**src/design/elink_cfg_config.svh**
```systemverilog
// word offsets index mi_addr[ELCFG_RFAW+1:2] and are sized for ELCFG_RFAW of 5; higher bits alias
`ifndef ELINK_CFG_CONFIG_SVH
`define ELINK_CFG_CONFIG_SVH

// ####################
// address decode
// ####################
`define ELCFG_RFAW 5                    // 32 word slots

`define ELRESET    5'd0                 // soft reset, bit 0
`define ELCLK      5'd1                 // clock settings, 16 bits
`define ELTX       5'd2                 // tx control, 9 bits
`define ELRX       5'd3                 // rx control, 5 bits
`define ELCOREID   5'd4                 // core id, 12 bits
`define ELVERSION  5'd5
`define ELDATAIN   5'd6                 // read only, sampled pins
`define ELDATAOUT  5'd7                 // gpio pin image
`define ELDEBUG    5'd8                 // sticky low byte, live upper bits
`define ELMBOXWR   5'd9                 // write only, mailbox push
`define ELMBOXRD   5'd10                // read only, mailbox pop

// ####################
// reset values
// ####################
`define ELCFG_DEFAULT_COREID  12'h808
`define ELCFG_DEFAULT_VERSION 16'h0000

// ####################
// mailbox
// ####################
`define EMBOX_DEPTH 4                   // entries, any value >= 1

`endif

```
**src/design/elink_cfg_pkg.sv**
```systemverilog
// plain vector types only; bit layouts inside pin_data_t are by convention, not by struct
package elink_cfg_pkg;

   // ####################
   // mi port
   // ####################
   typedef logic [19:0] mi_addr_t;      // full physical byte address
   typedef logic [31:0] mi_data_t;      // always whole words

   // ####################
   // link control
   // ####################
   typedef logic [11:0] coreid_t;       // core id of the fpga side
   typedef logic [15:0] clk_settings_t; // exported as is
   typedef logic [3:0]  ctrlmode_t;     // emesh ctrlmode tag

   // ####################
   // pins
   // ####################
   // [8:0]  frame and data lines
   // [10:9] the two wait lines
   typedef logic [10:0] pin_data_t;

endpackage

```
**src/design/ecfg.sv**
```systemverilog
// decodes mi_addr[6:2] only so upper bits alias; reads land one cycle late, no handshake
`timescale 1ns/1ns
`include "elink_cfg_config.svh"

module ecfg (
   input  logic                          mi_clk,
   input  logic                          hard_reset,          // only reset of the register file
   input  logic                          mi_en,
   input  logic                          mi_we,               // whole word writes only
   input  elink_cfg_pkg::mi_addr_t       mi_addr,             // byte address, not shifted
   input  elink_cfg_pkg::mi_data_t       mi_din,
   input  elink_cfg_pkg::pin_data_t      pins_sampled,        // already two flops deep
   input  logic [15:0]                   ecfg_tx_debug,
   input  logic [15:0]                   ecfg_rx_debug,
   input  elink_cfg_pkg::mi_data_t       embox_head,
   input  logic                          embox_not_empty,
   input  logic                          embox_full,
   output elink_cfg_pkg::mi_data_t       mi_dout,
   output logic                          soft_reset,
   output logic                          ecfg_tx_enable,
   output logic                          ecfg_tx_mmu_enable,
   output logic                          ecfg_tx_gpio_enable, // tx pins from dataout
   output elink_cfg_pkg::ctrlmode_t      ecfg_tx_ctrlmode,
   output logic                          ecfg_timeout_enable,
   output logic                          ecfg_rx_enable,
   output logic                          ecfg_rx_mmu_enable,
   output logic                          ecfg_rx_gpio_enable, // wait pins from dataout
   output elink_cfg_pkg::clk_settings_t  ecfg_clk_settings,
   output elink_cfg_pkg::coreid_t        ecfg_coreid,
   output elink_cfg_pkg::pin_data_t      ecfg_dataout,
   output logic                          embox_push,
   output logic                          embox_pop
);

   localparam int RFAW = `ELCFG_RFAW;

   logic [RFAW-1:0]                reg_sel;      // word offset
   logic                           cfg_write;
   logic                           cfg_read;
   logic                           reset_write;
   logic                           clk_write;
   logic                           tx_write;
   logic                           rx_write;
   logic                           coreid_write;
   logic                           version_write;
   logic                           dataout_write;

   logic                           reset_reg;
   logic [8:0]                     tx_reg;
   logic [4:0]                     rx_reg;
   elink_cfg_pkg::clk_settings_t   clk_reg;
   elink_cfg_pkg::coreid_t         coreid_reg;
   logic [15:0]                    version_reg;
   elink_cfg_pkg::pin_data_t       dataout_reg;
   elink_cfg_pkg::pin_data_t       datain_reg;
   logic [7:0]                     debug_reg;    // sticky bits
   elink_cfg_pkg::mi_data_t        debug_vector;

   // ####################
   // decode
   // ####################
   assign reg_sel   = mi_addr[RFAW+1:2];
   assign cfg_write = mi_en & mi_we;
   assign cfg_read  = mi_en & ~mi_we;

   assign reset_write   = cfg_write & (reg_sel == `ELRESET);
   assign clk_write     = cfg_write & (reg_sel == `ELCLK);
   assign tx_write      = cfg_write & (reg_sel == `ELTX);
   assign rx_write      = cfg_write & (reg_sel == `ELRX);
   assign coreid_write  = cfg_write & (reg_sel == `ELCOREID);
   assign version_write = cfg_write & (reg_sel == `ELVERSION);
   assign dataout_write = cfg_write & (reg_sel == `ELDATAOUT);

   // mailbox strobes, embox decides if they take effect
   assign embox_push = cfg_write & (reg_sel == `ELMBOXWR);
   assign embox_pop  = cfg_read & (reg_sel == `ELMBOXRD);

   // ####################
   // control registers
   // ####################
   always_ff @(posedge mi_clk) begin
      if (hard_reset) begin
         reset_reg   <= 1'b0;
         tx_reg      <= '0;
         rx_reg      <= '0;
         clk_reg     <= '0;
         coreid_reg  <= `ELCFG_DEFAULT_COREID;
         version_reg <= `ELCFG_DEFAULT_VERSION;
         dataout_reg <= '0;
      end else begin
         if (reset_write) begin
            reset_reg <= mi_din[0];
         end
         if (tx_write) begin
            tx_reg <= mi_din[8:0];
         end
         if (rx_write) begin
            rx_reg <= mi_din[4:0];
         end
         if (clk_write) begin
            clk_reg <= mi_din[15:0];
         end
         if (coreid_write) begin
            coreid_reg <= mi_din[11:0];
         end
         if (version_write) begin
            version_reg <= mi_din[15:0];
         end
         if (dataout_write) begin
            dataout_reg <= mi_din[10:0];
         end
      end
   end

   assign soft_reset          = reset_reg;
   assign ecfg_tx_enable      = tx_reg[0];
   assign ecfg_tx_mmu_enable  = tx_reg[1];
   assign ecfg_tx_gpio_enable = (tx_reg[3:2] == 2'b01);   // other codes reserved
   assign ecfg_tx_ctrlmode    = tx_reg[7:4];
   assign ecfg_timeout_enable = tx_reg[8];
   assign ecfg_rx_enable      = rx_reg[0];
   assign ecfg_rx_mmu_enable  = rx_reg[1];
   assign ecfg_rx_gpio_enable = (rx_reg[3:2] == 2'b01);
   assign ecfg_clk_settings   = clk_reg;
   assign ecfg_coreid         = coreid_reg;
   assign ecfg_dataout        = dataout_reg;

   // ####################
   // datain and debug
   // ####################
   // third flop on the pins, DATAIN trails the pins by 3 edges
   always_ff @(posedge mi_clk) begin
      if (hard_reset) begin
         datain_reg <= '0;
      end else begin
         datain_reg <= pins_sampled;
      end
   end

   // low byte {not_empty, rx[2:0], tx[2:0], full}, upper 24 bits live
   assign debug_vector = {ecfg_rx_debug[14:3],
                          ecfg_tx_debug[14:3],
                          embox_not_empty,
                          ecfg_rx_debug[2:0],
                          ecfg_tx_debug[2:0],
                          embox_full};

   always_ff @(posedge mi_clk) begin
      if (hard_reset) begin
         debug_reg <= '0;
      end else begin
         debug_reg <= debug_reg | debug_vector[7:0];   // soft reset leaves it alone
      end
   end

   // ####################
   // readback
   // ####################
   // held between reads
   always_ff @(posedge mi_clk) begin
      if (cfg_read) begin
         case (reg_sel)
            `ELRESET:   mi_dout <= {31'b0, reset_reg};
            `ELCLK:     mi_dout <= {16'b0, clk_reg};
            `ELTX:      mi_dout <= {23'b0, tx_reg};
            `ELRX:      mi_dout <= {27'b0, rx_reg};
            `ELCOREID:  mi_dout <= {20'b0, coreid_reg};
            `ELVERSION: mi_dout <= {16'b0, version_reg};
            `ELDATAIN:  mi_dout <= {21'b0, datain_reg};
            `ELDATAOUT: mi_dout <= {21'b0, dataout_reg};
            `ELDEBUG:   mi_dout <= {debug_vector[31:8], debug_reg};
            `ELMBOXRD:  mi_dout <= embox_head;   // zero when empty, popped this edge
            default:    mi_dout <= '0;
         endcase
      end
   end

   // at most one register or mailbox strobe per access
   a_strobe_onehot: assert property (@(posedge mi_clk) disable iff (hard_reset)
      $onehot0({reset_write, clk_write, tx_write, rx_write, coreid_write,
                version_write, dataout_write, embox_push, embox_pop}))
      else $error("ecfg: more than one strobe decoded");

endmodule

```
**src/design/embox.sv**
```systemverilog
// push while full and pop while empty are dropped; a push with a pop on a full box is lost
`timescale 1ns/1ns
`include "elink_cfg_config.svh"

module embox (
   input  logic                     mi_clk,
   input  logic                     hard_reset,
   input  logic                     embox_push,       // single cycle strobe
   input  logic                     embox_pop,        // single cycle strobe
   input  elink_cfg_pkg::mi_data_t  mi_din,
   output elink_cfg_pkg::mi_data_t  embox_head,       // oldest word, 0 when empty
   output logic                     embox_not_empty,  // interrupt source
   output logic                     embox_full
);

   localparam int DEPTH = `EMBOX_DEPTH;
   localparam int PW    = (DEPTH > 1) ? $clog2(DEPTH) : 1;
   localparam int CW    = $clog2(DEPTH + 1);

   elink_cfg_pkg::mi_data_t  mem [DEPTH];
   logic [PW-1:0]            wr_ptr;
   logic [PW-1:0]            rd_ptr;
   logic [CW-1:0]            count;       // occupancy
   logic                     do_push;
   logic                     do_pop;

   // wrap at DEPTH, works for depths that are not a power of two
   function automatic logic [PW-1:0] ptr_inc(input logic [PW-1:0] ptr);
      if (ptr == PW'(DEPTH - 1)) begin
         return '0;
      end
      return ptr + 1'b1;
   endfunction

   // ####################
   // flags
   // ####################
   assign embox_not_empty = (count != '0);
   assign embox_full      = (count == CW'(DEPTH));

   assign do_push = embox_push & ~embox_full;      // drop when full
   assign do_pop  = embox_pop & embox_not_empty;   // no-op when empty

   assign embox_head = embox_not_empty ? mem[rd_ptr] : '0;

   // ####################
   // pointers and count
   // ####################
   always_ff @(posedge mi_clk) begin
      if (hard_reset) begin
         wr_ptr <= '0;
         rd_ptr <= '0;
         count  <= '0;
      end else begin
         if (do_push) begin
            wr_ptr <= ptr_inc(wr_ptr);
         end
         if (do_pop) begin
            rd_ptr <= ptr_inc(rd_ptr);
         end
         case ({do_push, do_pop})
            2'b10:   count <= count + 1'b1;
            2'b01:   count <= count - 1'b1;
            default: count <= count;   // both or neither
         endcase
      end
   end

   // storage
   always_ff @(posedge mi_clk) begin
      if (do_push) begin
         mem[wr_ptr] <= mi_din;
      end
   end

   // ####################
   // checks
   // ####################
   a_count_bound: assert property (@(posedge mi_clk) disable iff (hard_reset)
      count <= CW'(DEPTH))
      else $error("embox: count above depth");

endmodule

```
**src/design/elink_pin_ctrl.sv**
```systemverilog
// override mux is combinational; incoming pins are async and take two mi_clk edges to pins_sampled
`timescale 1ns/1ns

module elink_pin_ctrl (
   input  logic                      mi_clk,
   input  logic                      hard_reset,
   input  logic                      ecfg_tx_gpio_enable,
   input  logic                      ecfg_rx_gpio_enable,
   input  elink_cfg_pkg::pin_data_t  ecfg_dataout,    // gpio pin image
   input  logic [8:0]                link_tx_pins,    // from the transmitter
   input  logic [1:0]                link_rx_wait,    // from the receiver
   input  logic [8:0]                pin_rx,          // frame and data in
   input  logic [1:0]                pin_tx_wait,     // wait lines in
   output logic [8:0]                pin_tx,
   output logic [1:0]                pin_rx_wait,
   output elink_cfg_pkg::pin_data_t  pins_sampled     // {tx wait, rx pins}
);

   elink_cfg_pkg::pin_data_t pin_meta;   // first sync stage

   // ####################
   // outgoing override
   // ####################
   assign pin_tx      = ecfg_tx_gpio_enable ? ecfg_dataout[8:0] : link_tx_pins;
   assign pin_rx_wait = ecfg_rx_gpio_enable ? ecfg_dataout[10:9] : link_rx_wait;

   // ####################
   // incoming sync
   // ####################
   always_ff @(posedge mi_clk) begin
      if (hard_reset) begin
         pin_meta     <= '0;
         pins_sampled <= '0;
      end else begin
         pin_meta     <= {pin_tx_wait, pin_rx};   // same layout as dataout
         pins_sampled <= pin_meta;
      end
   end

   // pins leave the chip, no x once out of reset
   a_pins_known: assert property (@(posedge mi_clk) disable iff (hard_reset)
      !$isunknown({pin_tx, pin_rx_wait}))
      else $error("elink_pin_ctrl: unknown value on outgoing pins");

endmodule

```
**src/design/elink_cfg_top.sv**
```systemverilog
// mi port allows one access per cycle with no back-pressure; mailbox flags are exported as interrupts
`timescale 1ns/1ns

module elink_cfg_top (
   input  logic                          mi_clk,
   input  logic                          hard_reset,
   input  logic                          mi_en,
   input  logic                          mi_we,
   input  elink_cfg_pkg::mi_addr_t       mi_addr,
   input  elink_cfg_pkg::mi_data_t       mi_din,
   output elink_cfg_pkg::mi_data_t       mi_dout,
   output logic                          soft_reset,
   output logic                          ecfg_tx_enable,
   output logic                          ecfg_tx_mmu_enable,
   output logic                          ecfg_tx_gpio_enable,
   output elink_cfg_pkg::ctrlmode_t      ecfg_tx_ctrlmode,
   output logic                          ecfg_timeout_enable,
   output logic                          ecfg_rx_enable,
   output logic                          ecfg_rx_mmu_enable,
   output logic                          ecfg_rx_gpio_enable,
   output elink_cfg_pkg::clk_settings_t  ecfg_clk_settings,
   output elink_cfg_pkg::coreid_t        ecfg_coreid,
   input  logic [15:0]                   ecfg_tx_debug,
   input  logic [15:0]                   ecfg_rx_debug,
   output logic                          embox_not_empty,
   output logic                          embox_full,
   input  logic [8:0]                    link_tx_pins,
   input  logic [1:0]                    link_rx_wait,
   input  logic [8:0]                    pin_rx,
   input  logic [1:0]                    pin_tx_wait,
   output logic [8:0]                    pin_tx,
   output logic [1:0]                    pin_rx_wait
);

   elink_cfg_pkg::pin_data_t  ecfg_dataout;   // gpio image to pin mux
   elink_cfg_pkg::pin_data_t  pins_sampled;   // synced pins to DATAIN
   elink_cfg_pkg::mi_data_t   embox_head;
   logic                      embox_push;
   logic                      embox_pop;

   // ####################
   // register file
   // ####################
   ecfg u_ecfg (
      .mi_clk              (mi_clk),
      .hard_reset          (hard_reset),
      .mi_en               (mi_en),
      .mi_we               (mi_we),
      .mi_addr             (mi_addr),
      .mi_din              (mi_din),
      .pins_sampled        (pins_sampled),
      .ecfg_tx_debug       (ecfg_tx_debug),
      .ecfg_rx_debug       (ecfg_rx_debug),
      .embox_head          (embox_head),
      .embox_not_empty     (embox_not_empty),
      .embox_full          (embox_full),
      .mi_dout             (mi_dout),
      .soft_reset          (soft_reset),
      .ecfg_tx_enable      (ecfg_tx_enable),
      .ecfg_tx_mmu_enable  (ecfg_tx_mmu_enable),
      .ecfg_tx_gpio_enable (ecfg_tx_gpio_enable),
      .ecfg_tx_ctrlmode    (ecfg_tx_ctrlmode),
      .ecfg_timeout_enable (ecfg_timeout_enable),
      .ecfg_rx_enable      (ecfg_rx_enable),
      .ecfg_rx_mmu_enable  (ecfg_rx_mmu_enable),
      .ecfg_rx_gpio_enable (ecfg_rx_gpio_enable),
      .ecfg_clk_settings   (ecfg_clk_settings),
      .ecfg_coreid         (ecfg_coreid),
      .ecfg_dataout        (ecfg_dataout),
      .embox_push          (embox_push),
      .embox_pop           (embox_pop)
   );

   // ####################
   // mailbox
   // ####################
   embox u_embox (
      .mi_clk          (mi_clk),
      .hard_reset      (hard_reset),
      .embox_push      (embox_push),
      .embox_pop       (embox_pop),
      .mi_din          (mi_din),
      .embox_head      (embox_head),
      .embox_not_empty (embox_not_empty),
      .embox_full      (embox_full)
   );

   // ####################
   // pins
   // ####################
   elink_pin_ctrl u_pin_ctrl (
      .mi_clk              (mi_clk),
      .hard_reset          (hard_reset),
      .ecfg_tx_gpio_enable (ecfg_tx_gpio_enable),
      .ecfg_rx_gpio_enable (ecfg_rx_gpio_enable),
      .ecfg_dataout        (ecfg_dataout),
      .link_tx_pins        (link_tx_pins),
      .link_rx_wait        (link_rx_wait),
      .pin_rx              (pin_rx),
      .pin_tx_wait         (pin_tx_wait),
      .pin_tx              (pin_tx),
      .pin_rx_wait         (pin_rx_wait),
      .pins_sampled        (pins_sampled)
   );

endmodule

```
**config.mk**
```make
export PLATFORM = sky130hd
export DESIGN_NAME = elink_cfg_top
export DESIGN_NICKNAME = d
export VERILOG_FILES = /design/src/design/elink_cfg_pkg.sv /design/src/design/ecfg.sv /design/src/design/embox.sv /design/src/design/elink_pin_ctrl.sv /design/src/design/elink_cfg_top.sv
export VERILOG_INCLUDE_DIRS = /design/src /design/src/design
export SDC_FILE = /design/constraint.sdc
export NUM_CORES = 1
export LEC_CHECK = 0
export ABC_AREA = 1
export BUFFER_PORTS_ARGS = -buffer_cell sky130_fd_sc_hd__buf_2
export CAP_MARGIN = 20
export CORE_ASPECT_RATIO = 1.4
export CORE_MARGIN = 2
export CORE_UTILIZATION = 40
export CTS_BUF_LIST = sky130_fd_sc_hd__clkbuf_8
export DETAILED_ROUTE_END_ITERATION = 12
export PLACE_DENSITY = 0.71
export SLEW_MARGIN = 20
export SYNTH_ARGS = -nofsm -noshare
export SYNTH_HDL_FRONTEND = slang
export SYNTH_SLANG_ARGS = --single-unit
export TNS_END_PERCENT = 10
```
**constraint.sdc**
```tcl
create_clock -name mi_clk -period 2.75 [get_ports mi_clk]
set_input_delay 0.1375 -clock mi_clk [delete_from_list [all_inputs] [get_ports mi_clk]]
set_output_delay 0.1375 -clock mi_clk [all_outputs]
set_load 0.005 [all_outputs]
```
==> After elaboration in Yosys (flattened, before gate mapping) <==
Memories as Yosys holds them, arrays and structs flattened. A register that Yosys moved wholly into a read port is not among the register bits.
Index checks and enable logic that the tools add are counted.
{ "totals": {"regBits": 150, "latch_bits": 0, "mem_bits_rw": 128, "mem_bits_ro": 0, "word_cells": 75, "n_memories": 1} }
{ "classes": {"n_addsub": 4, "n_mul": 0, "n_div": 0, "n_lt_le_gt_ge": 0, "n_eq_ne": 17, "shift": 0, "mux": 19, "bitwise": 16, "reduce_logical": 3} }
{ "memory_table": {"columns": ["name", "depth", "width", "read_ports", "rd_ports_with_merged_regs", "write_ports", "line", "source"], "rows": [
  ["u_embox.mem", 4, 32, 1, 1, 1, "embox.sv:20", "elink_cfg_pkg::mi_data_t mem [DEPTH];"]
]} }
{ "ops": {"columns": ["cell", "count"], "rows": [
  ["$pmux 32 s10", 1],
  ["$mux 32", 1],
  ["$eq 5x3->1 const B", 4],
  ["$eq 5x4->1 const B", 3],
  ["$mux 2", 7],
  ["$and 1x1->1", 13],
  ["$eq 5x2->1 const B", 2],
  ["$mux 9", 1],
  ["$mux 1", 8],
  ["$or 8x8->8", 1],
  ["$eq 2x1->1 const B", 3],
  ["$eq 2x2->1 const B", 3],
  ["$pmux 3 s2", 1],
  ["$eq 5x1->1 const B", 1],
  ["$logic_not 5->1", 1],
  ["$add 2x1->2 const B", 2],
  ["$add 3x1->3 const B", 1],
  ["$eq 3x3->1 const B", 1],
  ["$reduce_bool 3->1", 1],
  ["$sub 3x1->3 const B", 1],
  ["$not 1->1", 2],
  ["$reduce_bool 2->1", 1]
]} }

==> Longest topological paths before layout <==
Gate-level depths: netlist of run 1.
{ "depth": {"ltp_word": 9, "ltp_mapped": 13} }

==> Cells and area by module <==
A second synthesis of run 1 with hierarchy kept.
{ "hier_totals": {"cells_unflattened": 1307, "area_unflattened_um2": 11648.7} }
{ "by_module_without_submodules": {"columns": ["mod", "instances", "cells_each", "area_each_um2", "seq_area_each_um2"], "rows": [
  ["embox", 1, 480, 5540.3, 4023.9],
  ["ecfg", 1, 723, 5317.6, 2742.6],
  ["elink_pin_ctrl", 1, 104, 790.8, 440.4]
]} }

==> Worst setup path before layout of run 1 <==
Ideal clock, no wire load.
{ "synth_path": {"kind": "input -> register", "from": "input port mi_en", "to": "register u_embox.count[2]", "arrival_time_ns": 2.839, "t_required_ns": 2.628, "setup_slack_ns": -0.211, "stages": 11, "path_buffers": 0, "cell_sequence": "inv_1 > nor2_1 > nand2_2 > inv_1 > ha_1 > inv_1 > fa_1 > a21oi_1 > o21ai_0 > o21ai_0 > a21oi_1"} }
{ "synth_via": {"elab_chain_cells": 5, "elab_cells_between_ends": 10, "cone_classes": "2 x eq/ne; 1 x mux; 6 x bitwise; 1 x reduce/logical"} }
{ "synth_lines": {"columns": ["item", "line", "source"], "rows": [
  ["start, declared", "elink_cfg_top.sv:7", "input logic mi_en,"],
  ["$and 1x1->1, on equally long branches", "ecfg.sv:64, ecfg.sv:63", null],
  ["$and 1x1->1, on equally long branches", "ecfg.sv:76, ecfg.sv:75", null],
  ["$and 1x1->1, on equally long branches", "embox.sv:42, embox.sv:41", null],
  ["$eq 2x1->1 or $eq 2x2->1 (tied branches)", "embox.sv:61", "case ({do_push, do_pop})"],
  ["$pmux 3 s2 or $reduce_bool 2->1 (tied branches)", null, null],
  ["end signal, assigned", "embox.sv:62", "2'b10: count <= count + 1'b1;"],
  ["end signal, assigned", "embox.sv:63", "2'b01: count <= count - 1'b1;"],
  ["end signal, assigned", "embox.sv:64", "default: count <= count;"],
  ["end, declared", "embox.sv:23", "logic [CW-1:0] count;"]
]} }
Several ways; a longest one is shown, not always the timed one.
A chain may end at the register's enable or synchronous reset.

==> Worst setup path after layout of run 1 <==
{ "layout_path": {"from": "input port mi_addr[2]", "to": "register u_embox.count[2]"} }
{ "layout_via": {"elab_chain_cells": 5, "elab_cells_between_ends": 10, "cone_classes": "4 x eq/ne; 1 x mux; 4 x bitwise; 1 x reduce/logical"} }
{ "layout_lines": {"columns": ["item", "line", "source"], "rows": [
  ["start, declared", "elink_cfg_top.sv:9", "input elink_cfg_pkg::mi_addr_t mi_addr,"],
  ["$eq 5x4->1 (no source line)", null, null],
  ["$and 1x1->1, on equally long branches", "ecfg.sv:76, ecfg.sv:75", null],
  ["$and 1x1->1, on equally long branches", "embox.sv:42, embox.sv:41", null],
  ["$eq 2x1->1 or $eq 2x2->1 (tied branches)", "embox.sv:61", null],
  ["$pmux 3 s2 or $reduce_bool 2->1 (tied branches)", null, null]
]} }
Several ways; a longest one is shown, not always the timed one.

==> results.md, run 1 <==
GRT:
- For this run, the total global-route usage over all layers was measured as 0.195.
- The met2 usage in global routing is 0.351.
- Global routing finished with a remaining overflow of 0.
- The number of antenna violations at the first check in global routing is 1.
- met2 is the most crowded layer.
- The via count of the first global-routing pass is 8,839.
- The met3 routing resource usage after global routing is 0.0310.
- The first global-routing pass estimated 45.8 mm of wire.
- For met1 alone, demand over resource in global routing was 0.226.
- Entering global routing, the biggest net connects 69 pins.

STA:
- Setup violations remaining at the end of the flow were counted as 0.
- The number of pins exceeding their max-slew limit in the final report is 0.
- For the finished layout, the period the worst path requires is 2.10 ns.
- Across all hold checks on the routed design, the worst slack comes to 0.0149 ns.
- The highest clock rate is 476 MHz.
- The period utilization is 0.764.
- Setup repair after global routing left no endpoint under its margin.
- The final hold violation count was 0.
- The worst slew margin relative to its limit is 0.430.
- At the pin with the least slew margin, the transition time is 0.854 ns.
- The setup skew after layout is 0.0276 ns.
- Summed over all failing endpoints, the final setup total negative slack is 0 ns.

Min path:
- Along the worst hold path, the cell count comes to 4.
- The worst hold path terminates at u_embox.wr_ptr[1].
- The min-delay analysis places its worst path in the category in2reg.
- The worst hold path begins at hard_reset.

Worst setup path:
- Setup slack on the worst reg-to-reg path comes out at 0.84 ns.
- The beginning of the worst register-to-register path is u_embox.count[0].
- The endpoint class of the critical path is a flip-flop.
- The data arrival time of the critical path is 2.53 ns.
- The largest fanout on the critical path is 5.
- The endpoint of the worst-slack reg-to-reg timing path is u_embox.count[2].
- The number of cells on the worst reg-to-reg path is 11.
- The data required time at the worst endpoint is 3.18 ns.
- On the worst path, the slowest cell contributes a delay of 0.53 ns.
- By startpoint and endpoint, the worst setup path is classified as in2reg.
- The worst setup path is launched from a primary input.
- The cell at the slowest stage of the critical path is sky130_fd_sc_hd__dlygate4sd3_1.
- The critical path goes through dlygate4sd3_1 > buf_2 > nor2_2 > nand3_2 > nor2_4 > nand2_2 > inv_1 > ha_1 > inv_1 > fa_1 > a21oi_1 > o21ai_0 > o21ai_0 > a21oi_1.

Finish:
- Leaving out fill and tap cells, the most frequent cells in the layout are sky130_fd_sc_hd__nand2_1 (279), sky130_fd_sc_hd__nor2_1 (235), sky130_fd_sc_hd__buf_2 (177).
- Relative to the synthesized area, the layout overhead comes to 25.5%.
- Leaving out filler cells and counting taps, the final layout contains 1,876.
- The ratio of cells with drive above 1 in the final layout is 0.195.
- The largest registers in the layout are u_embox.mem (128), u_ecfg.mi_dout (32).
- The flip-flop count of the largest register after layout is 128.
- The register containing the most flip-flops in the final layout is u_embox.mem.
- In the final layout, flip-flops and latches occupy 0.00721 mm^2.
- The number of nets at the end of the flow is 1,590.
- Leaving out fill and tap cells, the most frequent cell in the layout is sky130_fd_sc_hd__nand2_1.
- Fill cells in the final layout number 2,510.
- The area taken by multi-input logic gates is 0.00347 mm^2.

Clock tree:
- The clock passes through at most 3 buffers.
- The clock tree from TritonCTS is done.
- The clock insertion delay at the later pin of the skew report is 0.56 ns.
- Gates resized during post-CTS repair numbered 0.
- In this run the clock root is driven by a sky130_fd_sc_hd__clkbuf_8.
- The number of levels in the clock H-tree is 2.
- The clock drives 280 sinks.
- After clock tree synthesis, the setup repair step added 0 buffers.
- TritonCTS created 44 clock buffers.
- The clock transition at the registers of the reported paths is 0.07 ns.

Drt:
- The remaining antenna violation count after routing is 0.
- After the first detailed-routing iteration, the DRC count stood at 556.
- The total wire length is 29.4 mm.
- The first detailed-routing pass ran for 6 iterations.
- The via density per instance is 4.86.
- The routed layout has 9,108 vias.
- In the routed design, unresolved DRC markers number 0.
- The routed wirelength normalized by instance count is 15.7 um.

Yosys:
- Counting flops with a built-in enable in the synthesized netlist gives 160.
- Each instance of the synthesized netlist takes up on average 9.30 um^2.
- The Yosys step of the flow raised 0 warnings.
- For this run, the register share of the synthesized area comes to 0.639.
- After synthesis, the largest family of logic cells by area is simple AND/OR/NAND/NOR gates.
- The proportion of synthesized flip-flops having asynchronous set or reset is 0.
- The count of mapped cells out of synthesis is 1,213.
- The synthesis-stage register bit count is 280.
- The area fraction in compound gates after synthesis is 0.0768.
- The fraction of the mapped netlist area in adder cells is 0.00843.
- The net count after synthesis is 1,330.
- The proportion of synthesized area in mux cells is 0.
- The flip-flop cell with the highest count after synthesis is sky130_fd_sc_hd__edfxtp_1.
- The area share of and/or/nand/nor cells after synthesis is 0.219.
- The xor and xnor area share after synthesis is 0.
- In this run the cell area of the synthesized design comes to 0.0113 mm^2.
- Synthesis instantiated 31 different standard cells from the library.

Status:
- The flow ran to the end, and the final reports show no timing, DRC or antenna violations.

Pwr:
- The completed layout was analyzed and its total power is 8.37 mW.
- The share of total power dissipated in the clock network is 0.416.
- The internal portion of the total power is 6.55 mW.
- Of the total power, the share spent switching nets is 0.217.
- The worst-case IR drop observed on VDD is 0.313 mV.
- In this run the power spent charging and discharging nets is 1.82 mW.
- The fraction of power consumed by sequential logic is 0.537.
- The combinational power share is 0.047.
- Power spread over the standard cell area amounts to 591 mW/mm^2.
- The static leakage is 5.96 nW.

Placement:
- Input and output buffers added on the ports amount to 177.
- Summed over all nets, the half-perimeter wirelength after detailed placement is 19.4 mm.
- Once placement completed, the tool counted placed cells totaling 1,724.
- The routability-driven placement congestion ratio is 0.851.

Floorplan:
- The placeable core region is 0.0277 mm^2.
- The area enclosed by the die boundary is 0.0296 mm^2.
- In this run the vertical extent of the chip is 203 um.
- The top-level I/O count is 195.
- The total number of placement rows is 72.
- From left edge to right edge, the die measures 146 um.
- The initial utilization of the core area, before any placement, comes to 0.408.

Run:
- The tool flagged a number of max-cap violations equal to 0.
worst max-delay path, delay by kind of cell:
| kind | cells | cell delay [ns] |
|---|---|---|
| and+or+nand+nor | 4 | 0.59 |
| buffers and inverters | 4 | 0.81 |
| adders and majority gates | 2 | 0.52 |
| AOI/OAI and AO/OA | 4 | 0.47 |
layout make-up:
| cell class | instances | area share |
|---|---|---|
| Inverter | 92 | 0.0245 |
| Multi-Input combinational cell | 781 | 0.245 |
| Antenna cell | 1 | 0.000177 |
| Timing Repair Buffer | 274 | 0.127 |
| Clock inverter | 26 | 0.0116 |
| Sequential cell | 280 | 0.509 |
| Tap cell | 370 | 0.0327 |
| Clock buffer | 52 | 0.0505 |
metrics by stage:
step | utilization | setup WS (ns) | area (um^2)
after floorplan | - | 0.143 | 11300
after global placement | 0.454 | 0.631 | 12600
after detailed placement | 0.454 | 0.623 | 12600
after CTS | 0.512 | 0.690 | 14200
after global routing | 0.512 | 0.490 | 14200
final | 0.512 | 0.648 | 14200
cell families (layout without fill, tap and decap cells):
logic type / Yosys count / count (layout)
adders and majority gates: 7 / 7
and+or+nand+nor: 605 / 605
DFF: 280 / 280
AOI/OAI and AO/OA: 169 / 169
other: 0 / 1
buffers and inverters: 152 / 444
routing by layer:
| layer | part of all wire | vias up |
|---|---|---|
| li1 | - | 4487 |
| met2 | 0.50 | 363 |
| met1 | 0.39 | 4180 |
| met5 | 0 | - |
| met4 | 0.044 | 0 |
| met3 | 0.066 | 78 |
cells in the mapped netlist, types with 2 or more instances:
cell type / count / share of area
sky130_fd_sc_hd__buf_2: 12 / 0.0053
sky130_fd_sc_hd__edfxtp_1: 160 / 0.43
sky130_fd_sc_hd__inv_2: 6 / 0.0020
sky130_fd_sc_hd__o22ai_1: 17 / 0.0094
sky130_fd_sc_hd__nand2_2: 4 / 0.0022
sky130_fd_sc_hd__clkbuf_1: 33 / 0.011
sky130_fd_sc_hd__o21ai_1: 13 / 0.0058
sky130_fd_sc_hd__ha_1: 6 / 0.0067
sky130_fd_sc_hd__nand2_1: 279 / 0.093
sky130_fd_sc_hd__buf_1: 2 / 0.00067
sky130_fd_sc_hd__nand4_1: 9 / 0.0050
sky130_fd_sc_hd__nor2_2: 4 / 0.0022
sky130_fd_sc_hd__nand3_1: 55 / 0.024
sky130_fd_sc_hd__nor3_1: 2 / 0.00089
sky130_fd_sc_hd__buf_6: 4 / 0.0040
sky130_fd_sc_hd__dfxtp_1: 120 / 0.21
sky130_fd_sc_hd__nor2_4: 6 / 0.0060
sky130_fd_sc_hd__o21ai_0: 101 / 0.045
sky130_fd_sc_hd__inv_1: 84 / 0.028
sky130_fd_sc_hd__buf_4: 8 / 0.0053
sky130_fd_sc_hd__nor2_1: 241 / 0.080
sky130_fd_sc_hd__a21oi_1: 38 / 0.017
power by group through the flow:
stage	logic, mW	clock network [mW]	registers, mW
after floorplan	0.131	0	4.58
after global placement	0.304	0	4.58
after detailed placement	0.311	0	4.58
after CTS	0.394	3.55	4.49
after global routing	0.432	3.74	4.49
final	0.394	3.48	4.49
worst max-delay path by stage:
stage / slack (ns) / startpoint / to / cells after the start
after global routing: 0.49 / mi_addr[2] / u_embox.count[2] / 14
after CTS: 0.69 / mi_addr[2] / u_embox.count[2] / 14
after global placement: 0.63 / mi_addr[3] / u_embox.count[2] / 14
after detailed placement: 0.62 / mi_addr[3] / u_embox.count[2] / 14
after floorplan: 0.14 / u_embox.count[0] / u_embox.mem[0][0] / 4
final: 0.65 / mi_addr[2] / u_embox.count[2] / 14
repair_timing:
| action | 4_1_cts | 5_1_grt |
|---|---|---|
| hold buffers | 73 | 0 |
| setup endpoints to repair | 0 | 0 |
| endpoints found under the hold margin | 223 | 0 |
Note: power is estimated with default switching activity, not from simulation.
==> run 2, diff against run 1 <==
- PLACE_DENSITY: 0.71 -> 0.69
- clock period: 2.75 -> 2.1 ns (I/O delays scaled with it)
==> results.md, run 2 (synthesis gave the netlist of run 1 again) <==
Status:
- The flow ran to the end, and the final reports show no timing, DRC or antenna violations.

Placement:
- The area of placed instances is 0.0126 mm^2.
- The count of buffers from port buffering is 177.
- The routability-driven placement congestion ratio is 0.863.
- The placed wire-length estimate is 20.1 mm.

Floorplan:
- The top-level I/O count is 195.
- The initial utilization of the core area, before any placement, comes to 0.408.
- The region available for standard cell placement spans 0.0277 mm^2.
- From left edge to right edge, the die measures 146 um.
- The die is 203 um tall.
- The floorplan has 72 rows.
- The die covers 0.0296 mm^2.

Pwr:
- Summed over all nets, the switching power comes to 2.42 mW.
- Of the total power, combinational logic draws 0.049.
- The power per cell area is 749 mW/mm^2.
- The clock network fraction of total power is 0.397.
- The internal power summed over all cells is 8.20 mW.
- VDD sags by at most 0.443 mV.
- The static leakage is 5.98 nW.
- Of the total power, registers draw 0.554.
- Of the total power, the share spent switching nets is 0.228.

STA:
- The number of setup violations in the final report is 0.
- The worst slew margin relative to its limit is 0.532.
- The final hold violation count is 0.
- The minimum clock period after layout is 1.89 ns.
- The transition time at the pin with the least slew margin is 0.701 ns.
- The setup skew after layout is 0.0227 ns.
- The highest clock rate is 529 MHz.
- The number of pins exceeding their max-slew limit in the final report is 0.
- Dividing the final minimum period by the clock period gives 0.901.

Run:
- Max-cap violations in this run came to 0.

Drt:
- After the first detailed-routing iteration, the DRC count stood at 585.
- The detailed-route via count is 9,167.
- Summed over all layers, the routed wires come to 30.3 mm.
- After detailed routing, the average wire length per cell comes to 16.0 um.
- Once detail routing completed, the nets flagged for antenna violations numbered 0.
- The DRC violation count after routing is 0.
- The first detailed-routing pass ran for 7 iterations.
- The via density per instance is 4.86.

Finish:
- In the final layout, the share of cells above drive strength 1 is 0.198.
- The commonest non-fill, non-tap cell in the layout is sky130_fd_sc_hd__nand2_1.
- In the final layout, the registers with the most flip-flops are u_embox.mem (128), u_ecfg.mi_dout (32).
- In the layout the commonest cells are sky130_fd_sc_hd__nand2_1 (279), sky130_fd_sc_hd__nor2_1 (235), sky130_fd_sc_hd__buf_2 (177).
- At the end of the flow the core is filled with cells to 0.513.
- The finished cells cover 0.0142 mm^2.
- The register with the most flip-flops in the final layout is u_embox.mem.
- The layout overhead on the synthesized area is 25.6%.
- The register with the most flip-flops in the layout has 128 of them.
- In the final design database the tool counted 1,600 nets.

Worst setup path:
- STA classifies the critical path startpoint as a primary input.
- Data on the critical path arrives at its endpoint at 2.33 ns.
- STA classifies the critical path endpoint as a flip-flop.
- The category of the most critical setup path is in2reg.
- The largest fanout on the critical path is 4.
- The data required time at the worst endpoint is 2.54 ns.
- For flop-to-flop paths, the worst setup slack is 0.24 ns.

Clock tree:
- Buffers inserted during clock tree synthesis total 43.
- The clock insertion delay at the later pin of the skew report is 0.56 ns.
- The tree is rooted in a sky130_fd_sc_hd__clkbuf_8.
- After clock tree synthesis, the clock-pin slew on the worst setup and hold paths is 0.07 ns.
- Counting every sink on the clock net gives 280.
- CTS built an H-tree with a depth of 2.
- The maximum clock path buffer count is 3.
- The clock tree from TritonCTS is done.
- The buffers inserted during post-CTS setup optimization is 0.

GRT:
- The pin count of the biggest net entering global routing is 69.
- The via count of the first global-routing pass is 9,019.
- The number of antenna violations at the first check in global routing is 1.
- In the global route stage, overall resource usage came out at 0.204.
- The first global-routing pass estimated 47.9 mm of wire.
- The overflow left after global routing is 0.

Min path:
- The worst hold path belongs to the class in2reg.
-- run 2: cell count changes in the layout (fill, tap and decap cells not counted) --
cell / previous run / this run
sky130_fd_sc_hd__buf_4: 24 / 34
sky130_fd_sc_hd__clkbuf_8: 52 / 48
sky130_fd_sc_hd__inv_1: 95 / 98
sky130_fd_sc_hd__bufinv_16: 2 / 0
sky130_fd_sc_hd__clkinvlp_4: 1 / 3
sky130_fd_sc_hd__clkinv_1: 8 / 9
sky130_fd_sc_hd__clkinv_2: 5 / 6
sky130_fd_sc_hd__dlygate4sd3_1: 73 / 74
sky130_fd_sc_hd__nor2_2: 5 / 4
sky130_fd_sc_hd__nor2_4: 11 / 12
-- run 2: area by class of cell --
| type | instances | area (um^2) |
|---|---|---|
| Antenna cell | 1 | 2.50 |
| Timing Repair Buffer | 285 | 1880 |
| Sequential cell | 280 | 7210 |
| Inverter | 92 | 347 |
| Clock inverter | 31 | 139 |
| Multi-Input combinational cell | 781 | 3470 |
| Tap cell | 370 | 463 |
| Clock buffer | 48 | 661 |
| Fill cell | 2567 | 13500 |
-- run 2: routing by layer --
layer,track usage,vias up,part of all wire
met5,0,-,0
met4,0.0893,0,0.040
met3,0.0301,66,0.059
met2,0.373,340,0.51
met1,0.235,4255,0.39
li1,-,4506,-
-- run 2: power by group through the flow --
stage,Sequential [mW],Clock [mW],Combinational (mW)
floorplan,5.99,0,0.171
global placement,6.00,0,0.406
detailed placement,6.00,0,0.414
CTS,5.88,4.30,0.523
global route,5.88,4.53,0.582
finish,5.88,4.21,0.524
-- run 2: what timing repair did --
action	4_1_cts	5_1_grt
hold buffers	74	0
endpoints found under the setup margin	0	1
endpoints found under the hold margin	242	0
gates resized for setup	0	1
-- run 2: final timing paths --
| path | start | to | cells past startpoint |
|---|---|---|---|
| setup / recovery | mi_addr[2] | u_embox.count[2] | 14 |
| hold / removal | mi_addr[3] | u_ecfg.soft_reset | 5 |
| setup reg to reg | u_embox.count[0] | u_embox.count[2] | 11 |
| hold reg to reg | u_pin_ctrl.pin_meta[2] | u_pin_ctrl.pins_sampled[2] | 2 |
-- run 2: worst max-delay path: stages --
cell,delay (ns)
sky130_fd_sc_hd__dlygate4sd3_1,0.54
sky130_fd_sc_hd__buf_2,0.17
sky130_fd_sc_hd__nor2_4,0.15
sky130_fd_sc_hd__nand3_2,0.12
sky130_fd_sc_hd__nor2_4,0.10
sky130_fd_sc_hd__nand2_2,0.06
sky130_fd_sc_hd__inv_1,0.05
sky130_fd_sc_hd__ha_1,0.13
sky130_fd_sc_hd__inv_1,0.06
sky130_fd_sc_hd__fa_1,0.37
sky130_fd_sc_hd__a21oi_1,0.14
sky130_fd_sc_hd__o21ai_0,0.11
sky130_fd_sc_hd__o21ai_0,0.17
sky130_fd_sc_hd__a21oi_1,0.05
-- run 2: through the flow --
stage | setup slack (ns) | setup TNS [ns] | total power [mW] | hold slack (ns) | instances
finish | 0.209 | 0 | 10.6 | 0.0472 | 1888
floorplan | -0.507 | -65.07 | 6.17 | 0.204 | 1213
global route | -0.00611 | -0.00611 | 11.0 | 0.0551 | 1888
global placement | 0.151 | 0 | 6.40 | 0.313 | 1734
detailed placement | 0.164 | 0 | 6.41 | 0.311 | 1734
CTS | 0.197 | 0 | 10.7 | 0.0178 | 1887
